===== src/design/csr_pkg.sv =====
`default_nettype none

package csr_pkg;

   // Widths fixed by the RISC-V CSR format and the machine timer.
   localparam int CSR_XLEN = 32;
   localparam int MTIME_W  = 64;

   // One CSR data word as seen by the host.
   typedef logic [CSR_XLEN-1:0] csr_word_t;

   // The full machine timer and compare value.
   typedef logic [MTIME_W-1:0] mtime_t;

   // Selects one CSR through the low address bits of a host access.
   typedef logic [2:0] csr_sel_t;

   // Bit position inside one serial pass.
   typedef logic [4:0] csr_cnt_t;

   localparam csr_sel_t SEL_MSTATUS     = 3'd0;
   localparam csr_sel_t SEL_MIE         = 3'd1;
   localparam csr_sel_t SEL_MCAUSE      = 3'd2;
   localparam csr_sel_t SEL_MSCRATCH    = 3'd3;
   localparam csr_sel_t SEL_MTVEC       = 3'd4;
   localparam csr_sel_t SEL_MEPC        = 3'd5;
   localparam csr_sel_t SEL_MTIMECMP_LO = 3'd6;
   localparam csr_sel_t SEL_MTIMECMP_HI = 3'd7;

   // Source of the new CSR bit, in the same order as the serial core uses.
   typedef enum logic [1:0] {
      CSR_OP_READ  = 2'b00,
      CSR_OP_WRITE = 2'b01,
      CSR_OP_SET   = 2'b10,
      CSR_OP_CLR   = 2'b11
   } csr_op_e;

   // Reason for a trap request from the core.
   typedef enum logic [2:0] {
      TRAP_EBREAK         = 3'd0,
      TRAP_ECALL          = 3'd1,
      TRAP_LOAD_MISALIGN  = 3'd2,
      TRAP_STORE_MISALIGN = 3'd3,
      TRAP_JUMP_MISALIGN  = 3'd4,
      TRAP_TIMER_IRQ      = 3'd5
   } trap_kind_e;

   typedef enum logic [1:0] {
      SEQ_IDLE,
      SEQ_SHIFT,
      SEQ_ACK
   } seq_state_e;

endpackage

`default_nettype wire


===== src/design/csr_sequencer.sv =====
`timescale 1ns/10ps
`default_nettype none

module csr_sequencer import csr_pkg::*; (
   input  wire             i_clk,
   input  wire             i_rst_n,
   // Wishbone classic slave.
   input  wire             i_wb_cyc,
   input  wire             i_wb_stb,
   input  wire             i_wb_we,
   input  wire [4:0]       i_wb_adr,
   input  wire csr_word_t  i_wb_dat,
   output csr_word_t       o_wb_dat,
   output logic            o_wb_ack,
   // Core requests.
   input  wire             i_trap_req,
   input  wire trap_kind_e i_trap_kind,
   input  wire csr_word_t  i_trap_pc,
   output logic            o_trap_ack,
   input  wire             i_mret_req,
   output logic            o_mret_ack,
   // Strobes and selects for the serial blocks.
   output logic            o_en,
   output logic            o_cnt0to3,
   output logic            o_cnt3,
   output logic            o_cnt7,
   output logic            o_cnt_done,
   output logic            o_trap_taken,
   output trap_kind_e      o_trap_kind,
   output logic            o_mret,
   output logic            o_mstatus_en,
   output logic            o_mie_en,
   output logic            o_mcause_en,
   output logic            o_store_en,
   output csr_sel_t        o_store_sel,
   output logic            o_timer_we,
   output logic            o_timer_hi,
   output csr_op_e         o_op,
   output logic            o_d,
   input  wire             i_q,
   input  wire csr_word_t  i_timer_rdata
);

   seq_state_e state;
   csr_cnt_t   cnt;
   logic       armed;
   logic       is_trap;
   logic       is_mret;
   csr_sel_t   sel;
   csr_op_e    op;
   trap_kind_e kind;
   csr_word_t  op_sr;
   csr_word_t  rd_sr;
   logic       shifting;
   logic       is_wb;
   logic       timer_sel;
   logic       store_sel;
   logic       wb_req;

   assign wb_req    = i_wb_cyc & i_wb_stb;
   assign is_wb     = !is_trap && !is_mret;
   assign timer_sel = (sel == SEL_MTIMECMP_LO) || (sel == SEL_MTIMECMP_HI);
   assign store_sel = (sel == SEL_MSCRATCH) || (sel == SEL_MTVEC) || (sel == SEL_MEPC);

   // The first SHIFT cycle only captures, so bits move once armed is set.
   assign shifting = (state == SEQ_SHIFT) && armed;

   always_ff @(posedge i_clk or negedge i_rst_n) begin
      if (!i_rst_n) begin
         state   <= SEQ_IDLE;
         cnt     <= '0;
         armed   <= 1'b0;
         is_trap <= 1'b0;
         is_mret <= 1'b0;
         sel     <= SEL_MSTATUS;
         op      <= CSR_OP_READ;
         kind    <= TRAP_EBREAK;
      end else begin
         case (state)
            SEQ_IDLE: begin
               // Traps win over mret, and both win over the host.
               if (i_trap_req) begin
                  state   <= SEQ_SHIFT;
                  is_trap <= 1'b1;
                  is_mret <= 1'b0;
                  sel     <= SEL_MEPC;
                  op      <= CSR_OP_WRITE;
                  kind    <= i_trap_kind;
               end else if (i_mret_req) begin
                  state   <= SEQ_SHIFT;
                  is_trap <= 1'b0;
                  is_mret <= 1'b1;
                  sel     <= SEL_MSTATUS;
                  op      <= CSR_OP_READ;
               end else if (wb_req) begin
                  state   <= SEQ_SHIFT;
                  is_trap <= 1'b0;
                  is_mret <= 1'b0;
                  sel     <= i_wb_adr[2:0];
                  // A host read never changes the CSR.
                  op      <= i_wb_we ? csr_op_e'(i_wb_adr[4:3]) : CSR_OP_READ;
               end
            end
            SEQ_SHIFT: begin
               if (!armed) begin
                  armed <= 1'b1;
               end else begin
                  // The counter wraps back to zero on the last bit.
                  cnt <= cnt + 5'd1;
                  if (cnt == 5'd31) begin
                     state <= SEQ_ACK;
                     armed <= 1'b0;
                  end
               end
            end
            default: state <= SEQ_IDLE;
         endcase
      end
   end

   // Operand goes out LSB first, and read data comes in at the MSB.
   always_ff @(posedge i_clk) begin
      if (state == SEQ_IDLE) begin
         op_sr <= i_trap_req ? i_trap_pc : i_wb_dat;
      end else if (shifting) begin
         op_sr <= {1'b0, op_sr[CSR_XLEN-1:1]};
      end
      // The timer value is taken before the end-of-pass update changes it.
      if ((state == SEQ_SHIFT) && !armed) begin
         rd_sr <= i_timer_rdata;
      end else if (shifting && !timer_sel) begin
         rd_sr <= {i_q, rd_sr[CSR_XLEN-1:1]};
      end
   end

   assign o_wb_dat   = rd_sr;
   assign o_wb_ack   = (state == SEQ_ACK) && is_wb;
   assign o_trap_ack = (state == SEQ_ACK) && is_trap;
   assign o_mret_ack = (state == SEQ_ACK) && is_mret;

   assign o_en         = shifting;
   assign o_cnt0to3    = shifting && (cnt < 5'd4);
   assign o_cnt3       = shifting && (cnt == 5'd3);
   assign o_cnt7       = shifting && (cnt == 5'd7);
   assign o_cnt_done   = shifting && (cnt == 5'd31);
   assign o_trap_taken = o_cnt_done && is_trap;
   assign o_trap_kind  = kind;
   assign o_mret       = o_cnt_done && is_mret;

   // Machine bits are only touched by host passes.
   assign o_mstatus_en = shifting && is_wb && (sel == SEL_MSTATUS);
   assign o_mie_en     = shifting && is_wb && (sel == SEL_MIE);
   assign o_mcause_en  = shifting && is_wb && (sel == SEL_MCAUSE);
   assign o_store_en   = shifting && !is_mret && store_sel;
   assign o_store_sel  = sel;

   // The timer takes the held Wishbone data in parallel on the last bit.
   assign o_timer_we = o_cnt_done && is_wb && timer_sel;
   assign o_timer_hi = (sel == SEL_MTIMECMP_HI);
   assign o_op       = op;
   assign o_d        = op_sr[0];

   // Every ack is a single-cycle pulse, whichever requester it answers.
   a_ack_one_cycle: assert property (@(posedge i_clk) disable iff (!i_rst_n)
      (o_wb_ack || o_trap_ack || o_mret_ack) |=> !(o_wb_ack || o_trap_ack || o_mret_ack));

endmodule

`default_nettype wire


===== src/design/csr_machine.sv =====
`timescale 1ns/10ps
`default_nettype none

module csr_machine import csr_pkg::*; (
   input  wire             i_clk,
   input  wire             i_rst_n,
   input  wire             i_en,
   input  wire             i_cnt0to3,
   input  wire             i_cnt3,
   input  wire             i_cnt7,
   input  wire             i_cnt_done,
   input  wire             i_trap_taken,
   input  wire trap_kind_e i_trap_kind,
   input  wire             i_mret,
   input  wire             i_mstatus_en,
   input  wire             i_mie_en,
   input  wire             i_mcause_en,
   input  wire csr_op_e    i_op,
   input  wire             i_d,
   input  wire             i_rf_csr_out,
   input  wire             i_mtip,
   output logic            o_csr_in,
   output logic            o_q,
   output logic            o_irq,
   output logic            o_new_irq
);

   logic       mstatus_mie;
   logic       mstatus_mpie;
   logic       mie_mtie;
   logic       mcause31;
   logic [3:0] mcause3_0;
   logic       mcause_bit;
   logic       csr_out;
   logic       csr_in;
   logic       timer_irq;
   logic       timer_irq_q;
   logic       new_irq_q;
   logic [3:0] trap_code;

   // Low mcause bits come out one per cycle, and bit 31 on the last count.
   assign mcause_bit = i_cnt0to3 ? mcause3_0[0] : (i_cnt_done ? mcause31 : 1'b0);

   // Only the selected source is nonzero, so a plain OR merges them.
   assign csr_out = (i_mstatus_en & i_cnt3 & mstatus_mie) |
                    (i_mie_en & i_cnt7 & mie_mtie) |
                    (i_mcause_en & i_en & mcause_bit) |
                    i_rf_csr_out;

   always_comb begin
      case (i_op)
         CSR_OP_WRITE: csr_in = i_d;
         CSR_OP_SET:   csr_in = csr_out | i_d;
         CSR_OP_CLR:   csr_in = csr_out & ~i_d;
         default:      csr_in = csr_out;
      endcase
   end

   // Exception codes follow the RISC-V mcause table.
   always_comb begin
      case (i_trap_kind)
         TRAP_EBREAK:         trap_code = 4'd3;
         TRAP_ECALL:          trap_code = 4'd11;
         TRAP_LOAD_MISALIGN:  trap_code = 4'd4;
         TRAP_STORE_MISALIGN: trap_code = 4'd6;
         TRAP_JUMP_MISALIGN:  trap_code = 4'd0;
         TRAP_TIMER_IRQ:      trap_code = 4'd7;
         default:             trap_code = 4'd0;
      endcase
   end

   assign o_csr_in = csr_in;
   assign o_q      = csr_out;

   // The timer interrupt fires only when both enables are set.
   assign timer_irq = i_mtip & mstatus_mie & mie_mtie;
   assign o_irq     = timer_irq;
   assign o_new_irq = new_irq_q;

   always_ff @(posedge i_clk or negedge i_rst_n) begin
      if (!i_rst_n) begin
         mstatus_mie  <= 1'b0;
         mstatus_mpie <= 1'b0;
         mie_mtie     <= 1'b0;
         mcause3_0    <= 4'd0;
         mcause31     <= 1'b0;
         timer_irq_q  <= 1'b0;
         new_irq_q    <= 1'b0;
      end else begin
         if (i_mie_en && i_cnt7) begin
            mie_mtie <= csr_in;
         end
         // A trap clears MIE, mret restores it, and a host pass writes bit 3.
         if (i_trap_taken) begin
            mstatus_mie  <= 1'b0;
            mstatus_mpie <= mstatus_mie;
         end else if (i_mret) begin
            mstatus_mie <= mstatus_mpie;
         end else if (i_mstatus_en && i_cnt3) begin
            mstatus_mie <= csr_in;
         end
         // The low code rotates so the next bit is always at position 0.
         if (i_trap_taken) begin
            mcause3_0 <= trap_code;
            mcause31  <= (i_trap_kind == TRAP_TIMER_IRQ);
         end else begin
            if (i_mcause_en && i_en && i_cnt0to3) begin
               mcause3_0 <= {csr_in, mcause3_0[3:1]};
            end
            if (i_mcause_en && i_cnt_done) begin
               mcause31 <= csr_in;
            end
         end
         timer_irq_q <= timer_irq;
         new_irq_q   <= timer_irq & ~timer_irq_q;
      end
   end

   // The sequencer never mixes a trap, an mret and a host pass on one cycle.
   a_excl_strobes: assert property (@(posedge i_clk) disable iff (!i_rst_n)
      !(i_trap_taken && i_mret) &&
      !((i_trap_taken || i_mret) && (i_mstatus_en || i_mie_en || i_mcause_en)));

endmodule

`default_nettype wire


===== src/design/csr_storage.sv =====
`timescale 1ns/10ps
`default_nettype none

module csr_storage import csr_pkg::*; (
   input  wire           i_clk,
   input  wire           i_rst_n,
   input  wire           i_en,
   input  wire csr_sel_t i_sel,
   input  wire           i_csr_in,
   output logic          o_rf_csr_out
);

   csr_word_t  regs [3];
   logic [1:0] idx;
   logic       hit;

   // Map the CSR selector onto one of the three shift registers.
   always_comb begin
      case (i_sel)
         SEL_MSCRATCH: begin
            idx = 2'd0;
            hit = 1'b1;
         end
         SEL_MTVEC: begin
            idx = 2'd1;
            hit = 1'b1;
         end
         SEL_MEPC: begin
            idx = 2'd2;
            hit = 1'b1;
         end
         default: begin
            idx = 2'd0;
            hit = 1'b0;
         end
      endcase
   end

   // Zero when idle, so the machine can OR this bit with its own.
   assign o_rf_csr_out = i_en & hit & regs[idx][0];

   // The selected register rotates right, with the new bit entering at the MSB.
   // After 32 cycles it holds the new word in its original alignment.
   always_ff @(posedge i_clk or negedge i_rst_n) begin
      if (!i_rst_n) begin
         for (int i = 0; i < 3; i++) begin
            regs[i] <= '0;
         end
      end else if (i_en && hit) begin
         regs[idx] <= {i_csr_in, regs[idx][CSR_XLEN-1:1]};
      end
   end

endmodule

`default_nettype wire


===== src/design/csr_mtimer.sv =====
`timescale 1ns/10ps
`default_nettype none

module csr_mtimer import csr_pkg::*; (
   input  wire            i_clk,
   input  wire            i_rst_n,
   input  wire            i_we,
   input  wire            i_hi,
   input  wire csr_op_e   i_op,
   input  wire csr_word_t i_wdata,
   output csr_word_t      o_rdata,
   output logic           o_mtip
);

   mtime_t    mtime;
   mtime_t    mtimecmp;
   csr_word_t cur;
   csr_word_t nxt;
   logic      mtip_q;

   // The selected half of the compare register.
   assign cur     = i_hi ? mtimecmp[MTIME_W-1:CSR_XLEN] : mtimecmp[CSR_XLEN-1:0];
   assign o_rdata = cur;
   assign o_mtip  = mtip_q;

   // Same read, write, set and clear rules as the serial CSRs.
   always_comb begin
      case (i_op)
         CSR_OP_WRITE: nxt = i_wdata;
         CSR_OP_SET:   nxt = cur | i_wdata;
         CSR_OP_CLR:   nxt = cur & ~i_wdata;
         default:      nxt = cur;
      endcase
   end

   always_ff @(posedge i_clk or negedge i_rst_n) begin
      if (!i_rst_n) begin
         mtime    <= '0;
         // All ones keeps the interrupt quiet until software programs it.
         mtimecmp <= '1;
         mtip_q   <= 1'b0;
      end else begin
         mtime  <= mtime + 64'd1;
         mtip_q <= (mtime >= mtimecmp);
         if (i_we) begin
            if (i_hi) begin
               mtimecmp[MTIME_W-1:CSR_XLEN] <= nxt;
            end else begin
               mtimecmp[CSR_XLEN-1:0] <= nxt;
            end
         end
      end
   end

endmodule

`default_nettype wire


===== src/design/csr_subsystem.sv =====
`timescale 1ns/10ps
`default_nettype none

module csr_subsystem import csr_pkg::*; (
   input  wire             i_clk,
   input  wire             i_rst_n,
   input  wire             i_wb_cyc,
   input  wire             i_wb_stb,
   input  wire             i_wb_we,
   input  wire [4:0]       i_wb_adr,
   input  wire csr_word_t  i_wb_dat,
   output wire csr_word_t  o_wb_dat,
   output wire             o_wb_ack,
   input  wire             i_trap_req,
   input  wire trap_kind_e i_trap_kind,
   input  wire csr_word_t  i_trap_pc,
   output wire             o_trap_ack,
   input  wire             i_mret_req,
   output wire             o_mret_ack,
   output wire             o_irq,
   output wire             o_new_irq
);

   logic       en;
   logic       cnt0to3;
   logic       cnt3;
   logic       cnt7;
   logic       cnt_done;
   logic       trap_taken;
   trap_kind_e trap_kind;
   logic       mret;
   logic       mstatus_en;
   logic       mie_en;
   logic       mcause_en;
   logic       store_en;
   csr_sel_t   store_sel;
   logic       timer_we;
   logic       timer_hi;
   csr_op_e    op;
   logic       d;
   logic       q;
   logic       csr_in;
   logic       rf_csr_out;
   logic       mtip;
   csr_word_t  timer_rdata;

   // The sequencer owns every pass and drives all strobes.
   csr_sequencer csr_sequencer_inst (
      .i_clk(i_clk), .i_rst_n(i_rst_n),
      .i_wb_cyc(i_wb_cyc), .i_wb_stb(i_wb_stb), .i_wb_we(i_wb_we),
      .i_wb_adr(i_wb_adr), .i_wb_dat(i_wb_dat), .o_wb_dat(o_wb_dat), .o_wb_ack(o_wb_ack),
      .i_trap_req(i_trap_req), .i_trap_kind(i_trap_kind), .i_trap_pc(i_trap_pc),
      .o_trap_ack(o_trap_ack), .i_mret_req(i_mret_req), .o_mret_ack(o_mret_ack),
      .o_en(en), .o_cnt0to3(cnt0to3), .o_cnt3(cnt3), .o_cnt7(cnt7), .o_cnt_done(cnt_done),
      .o_trap_taken(trap_taken), .o_trap_kind(trap_kind), .o_mret(mret),
      .o_mstatus_en(mstatus_en), .o_mie_en(mie_en), .o_mcause_en(mcause_en),
      .o_store_en(store_en), .o_store_sel(store_sel),
      .o_timer_we(timer_we), .o_timer_hi(timer_hi), .o_op(op),
      .o_d(d), .i_q(q), .i_timer_rdata(timer_rdata)
   );

   csr_machine csr_machine_inst (
      .i_clk(i_clk), .i_rst_n(i_rst_n), .i_en(en),
      .i_cnt0to3(cnt0to3), .i_cnt3(cnt3), .i_cnt7(cnt7), .i_cnt_done(cnt_done),
      .i_trap_taken(trap_taken), .i_trap_kind(trap_kind), .i_mret(mret),
      .i_mstatus_en(mstatus_en), .i_mie_en(mie_en), .i_mcause_en(mcause_en),
      .i_op(op), .i_d(d), .i_rf_csr_out(rf_csr_out), .i_mtip(mtip),
      .o_csr_in(csr_in), .o_q(q), .o_irq(o_irq), .o_new_irq(o_new_irq)
   );

   csr_storage csr_storage_inst (
      .i_clk(i_clk), .i_rst_n(i_rst_n), .i_en(store_en), .i_sel(store_sel),
      .i_csr_in(csr_in), .o_rf_csr_out(rf_csr_out)
   );

   // The host keeps its data stable until ack, so the timer takes it directly.
   csr_mtimer csr_mtimer_inst (
      .i_clk(i_clk), .i_rst_n(i_rst_n), .i_we(timer_we), .i_hi(timer_hi),
      .i_op(op), .i_wdata(i_wb_dat), .o_rdata(timer_rdata), .o_mtip(mtip)
   );

endmodule

`default_nettype wire


===== config.mk =====
export PLATFORM = sky130hd
export DESIGN_NAME = csr_subsystem
export DESIGN_NICKNAME = d
export VERILOG_FILES = /design/src/design/csr_pkg.sv /design/src/design/csr_sequencer.sv /design/src/design/csr_machine.sv /design/src/design/csr_storage.sv /design/src/design/csr_mtimer.sv /design/src/design/csr_subsystem.sv
export SDC_FILE = /design/constraint.sdc
export NUM_CORES = 1
export LEC_CHECK = 0
export BUFFER_PORTS_ARGS = -buffer_cell sky130_fd_sc_hd__buf_2
export CAP_MARGIN = 20
export CORE_MARGIN = 3
export CORE_UTILIZATION = 30
export DETAILED_ROUTE_END_ITERATION = 10
export GPL_ROUTABILITY_DRIVEN = 0
export PLACE_DENSITY = 0.52
export SYNTH_ARGS = -nofsm -noshare
export SYNTH_HDL_FRONTEND = slang
export SYNTH_HIERARCHICAL = 1
export SYNTH_SLANG_ARGS = --single-unit

===== constraint.sdc =====
create_clock -name i_clk -period 3.3 [get_ports i_clk]
set_clock_uncertainty 0.15 [all_clocks]
set_input_delay 0.165 -clock i_clk [delete_from_list [all_inputs] [get_ports i_clk]]
set_output_delay 0.165 -clock i_clk [all_outputs]
set_load 0.02 [all_outputs]

==> flow_metrics.py <==
metrics = {
    "status": {
        "status": "completed",
    },
    "floorplan": {
        "die_y_um": 240,
        "row_count": 84,
        "die_x_um": 240,
        "start_util": 0.307,
        "die_area_um2": 57400,
        "pin_count": 116,
        "coreArea_um2": 53300,
    },
    "timing": {
        "relSlewSlack": 0.315,
        "final-setup-viol-count": 0,
        "fin_crit_sh": 0.892,
        "hold_viol": 0,
        "final.min_clock_period_ns": 2.95,
        "worst_pin_slew_ns": 1.03,
        "finalSetupTns_ns": 0,
        "fmax_mhz": 340,
        "holdWs_ns": 0.0195,
        "final-max-slew-violation-count": 0,
        "fin_ws_ns": 0.355,
        "grt_setup_unrepaired": "false",
    },
    "cts": {
        "clk_path_buf_depth": 3,
        "clkLatencyLatePin_ns": 0.52,
        "tritoncts": "built",
        "numCtsBuffers": 35,
        "htreeDepth": 2,
        "cts-root-buf": "clkbuf_16",
        "cts_num_sinks": 317,
        "path_clk_slew_ns": 0.07,
        "postCtsSetupBuffers": 0,
    },
    "placed_design": {
        "pre_cts_ws_ns": 0.368,
        "dp.cells": 2287,
        "hpwl_um": 28800,
        "placed_area_um2": 17700,
        "io_buffers": 115,
    },
    "final_layout": {
        "final_cell_area_um2": 19900,
        "final_nets": 1877,
        "utilization": 0.373,
        "fin_cells": 2445,
        "area_delta_synth_final_pct": 21.4,
        "drive_above_1_share": 0.246,
    },
    "detailed_routing": {
        "drt_first_pass_iters": 5,
        "antenna_left": 0,
        "routedWlPerCell_um": 16.6,
        "vias": 11800,
        "wl_um": 40600,
        "via_per_inst": 4.84,
        "drc_errors": 0,
        "first_iter_violations": 560,
    },
    "power": {
        "leakage_nw": 9.79,
        "switchingPower_mw": 3.61,
        "p_clk_frac": 0.341,
        "max-vdd-ir-drop_uv": 421,
        "swShare": 0.303,
        "power_mw": 11.9,
        "power_density_nw_per_um2": 599,
        "combinationalPowerShare": 0.230,
        "power.sequential.fraction": 0.428,
        "intPower_mw": 8.28,
    },
    "setup_path": {
        "rr_startpoint": "csr_sequencer_inst/state[1]$_DFFE_PN0P_",
        "arrival_ns": 3.19,
        "critPathKind": "reg -> reg",
        "max_stage_delay_ns": 0.48,
        "r2r_end": "csr_storage_inst/regs[50]$_DFFE_PN0P_",
        "critPathSlowestCell": "nor3_1",
        "rr_worst_depth": 6,
        "crit_family": "simple AND/OR/NAND/NOR gates",
        "worstPathCellList": "nand2b_1, or2_4, nor3_1, and3b_2, buf_4, mux2_2",
        "crit_cells": 6,
        "end_kind": "flop",
        "startpoint_type": "flop",
        "crit_path_start": "csr_sequencer_inst/state[1]$_DFFE_PN0P_",
        "required_ns": 3.54,
        "critPathCapture": "csr_storage_inst/regs[50]$_DFFE_PN0P_",
        "cp.buffers_inverters": 1,
        "r2r_slack_ns": 0.35,
        "crit_fanout": 32,
    },
    "synth": {
        "syn_inst": 1535,
        "synthTopCellsByCount": "nand2_1 (215), o21ai_0 (194), dfrtp_1 (189)",
        "synth_cell_types": 75,
        "ys_seq_elements": 317,
        "synth_top_area_cell": "dfrtp_1",
        "synth_area_leaders": "dfrtp_1 (29%), edfxtp_1 (12%), dfstp_2 (10%)",
        "syn_nets": 1681,
        "post-synth-top-count-cell": "nand2_1",
        "async_flop_share": 0.798,
        "synth_top_area_frac": 0.289,
        "synth_edf_count": 64,
        "ys_warn_count": 6,
        "yosysSeqAreaShare": 0.509,
        "synth.cell_area_um2": 16400,
        "synth_ff_type": "dfrtp_1",
        "synth.avg_cell_area_um2": 10.7,
    },
    "hold_path": {
        "hold_class": "in -> reg",
    },
    "global_routing": {
        "grt_overflow_total": 0,
        "grt_first_pass_wirelength_um": 64700,
        "antenna_found_initial": 1,
        "grt_pass1_vias": 11700,
        "gr-usage-all-layers": 0.141,
        "grt_max_degree": 99,
    },
    "run": {
        "drv_cap": 0,
    },
}
cell usage in the layout, fill, tap and decap left out, types with 4 or more instances in the layout:
master / netlist / routed
and3_1: 11 / 10
dfstp_2: 64 / 64
dlygate4sd3_1: 0 / 94
and3_2: 4 / 5
o21ai_1: 7 / 7
ha_1: 67 / 67
xor2_1: 18 / 18
dfrtp_1: 189 / 187
nor4_1: 6 / 6
clkbuf_1: 40 / 6
nand3b_1: 5 / 5
mux2_4: 30 / 30
nand4b_1: 5 / 5
clkbuf_16: 0 / 37
edfxtp_1: 64 / 64
mux2i_1: 33 / 33
nor2b_1: 6 / 5
o21ai_0: 194 / 194
buf_12: 0 / 6
and4_1: 8 / 8
a21oi_1: 29 / 29
nor2_1: 91 / 91
nand4_1: 35 / 35
clkinv_2: 1 / 7
buf_4: 5 / 14
nor3_1: 9 / 9
xnor2_1: 47 / 47
nand3_1: 28 / 28
a21o_1: 13 / 13
and2_1: 5 / 5
clkbuf_8: 0 / 8
nand2_1: 215 / 214
buf_2: 14 / 114
inv_1: 72 / 72
mux2_2: 106 / 106
a31oi_1: 38 / 37
nand3_2: 4 / 4
worst reg2reg max path, cell delays in order (launching register included):
cell and delay, ns:
dfrtp_1 0.41, nand2b_1 0.30, or2_4 0.33, nor3_1 0.48
and3b_2 0.28, buf_4 0.46, mux2_2 0.41
worst min-delay path by stage:
stage | startpoint | endpoint | slack (ns) | cells past startpoint
after global placement | i_rst_n | csr_storage_inst/regs[17]$_DFFE_PN0P_ | 0.12 | 1
after floorplan | i_rst_n | csr_machine_inst/mcause31$_DFFE_PN0P_ | -0.28 | 0
final | i_wb_adr[1] | csr_sequencer_inst/o_store_sel[1]$_DFFE_PN0P_ | 0.02 | 3
after CTS | i_wb_adr[1] | csr_sequencer_inst/o_store_sel[1]$_DFFE_PN0P_ | 0.0008 | 3
after global routing | i_wb_adr[1] | csr_sequencer_inst/o_store_sel[1]$_DFFE_PN0P_ | 0.009 | 3
after detailed placement | i_rst_n | csr_storage_inst/regs[17]$_DFFE_PN0P_ | 0.13 | 1
cells by family (layout without fill, tap and decap cells):
| kind of cell | after synthesis | count (layout) | share of synthesized area |
|---|---|---|---|
| fa+ha+maj | 67 | 67 | 0.0512 |
| compound gates | 303 | 303 | 0.104 |
| buf+inv | 144 | 365 | 0.0376 |
| mux | 172 | 172 | 0.123 |
| xor+xnor | 65 | 65 | 0.0348 |
| other cells | 0 | 1 | 0 |
| simple gates | 467 | 467 | 0.141 |
| flops | 317 | 317 | 0.509 |
power groups by stage:
| stage | clock [mW] | combinational (mW) | sequential [mW] |
|---|---|---|---|
| 2_1_floorplan | 0 | 1.68 | 5.20 |
| 3_3_place_gp | 0 | 2.57 | 5.16 |
| 3_5_place_dp | 0 | 2.61 | 5.16 |
| 4_1_cts | 4.21 | 2.74 | 5.09 |
| 5_1_grt | 4.35 | 3.05 | 5.16 |
| 6_report | 4.06 | 2.74 | 5.10 |
registers in the layout (all words and copies together), names as in the netlist:
register	count
csr_sequencer_inst/armed	1
csr_machine_inst/mcause3_0	4
csr_sequencer_inst/is_mret	1
csr_machine_inst/mstatus_mpie	1
csr_sequencer_inst/o_op	2
csr_sequencer_inst/o_store_sel	3
csr_machine_inst/mstatus_mie	1
csr_sequencer_inst/o_trap_kind	3
csr_machine_inst/mie_mtie	1
csr_mtimer_inst/mtimecmp	64
csr_sequencer_inst/o_wb_dat	32
csr_machine_inst/o_new_irq	1
csr_machine_inst/mcause31	1
csr_sequencer_inst/cnt	5
csr_sequencer_inst/is_trap	1
csr_mtimer_inst/mtime	64
csr_storage_inst/regs	96
csr_mtimer_inst/o_mtip	1
csr_sequencer_inst/op_sr	32
csr_machine_inst/timer_irq_q	1
csr_sequencer_inst/state	2
per-layer routing:
metal | GRT usage | wire, um | vias up
met2 | 0.234 | 19400 | 188
met1 | 0.187 | 18600 | 5758
li1 | - | - | 5806
met4 | 0.0456 | 1220 | 0
met3 | 0.0243 | 1350 | 76
met5 | 0 | 0 | -
what timing repair did:
action	4_1_cts	5_1_grt
hold endpoints to repair	179	0
gates resized for setup	0	0
endpoints found under the setup margin	0	0
hold buffers	94	0
layout make-up:
| class | count | area, um2 |
|---|---|---|
| Clock buffer | 52 | 1070 |
| Multi-Input combinational cell | 1074 | 7440 |
| Fill cell | 5169 | 33400 |
| Antenna cell | 1 | 2.50 |
| Clock inverter | 10 | 129 |
| Inverter | 74 | 279 |
| Tap cell | 688 | 861 |
| Sequential cell | 317 | 8340 |
| Timing Repair Buffer | 229 | 1750 |
(Power assumes the default switching activity.)
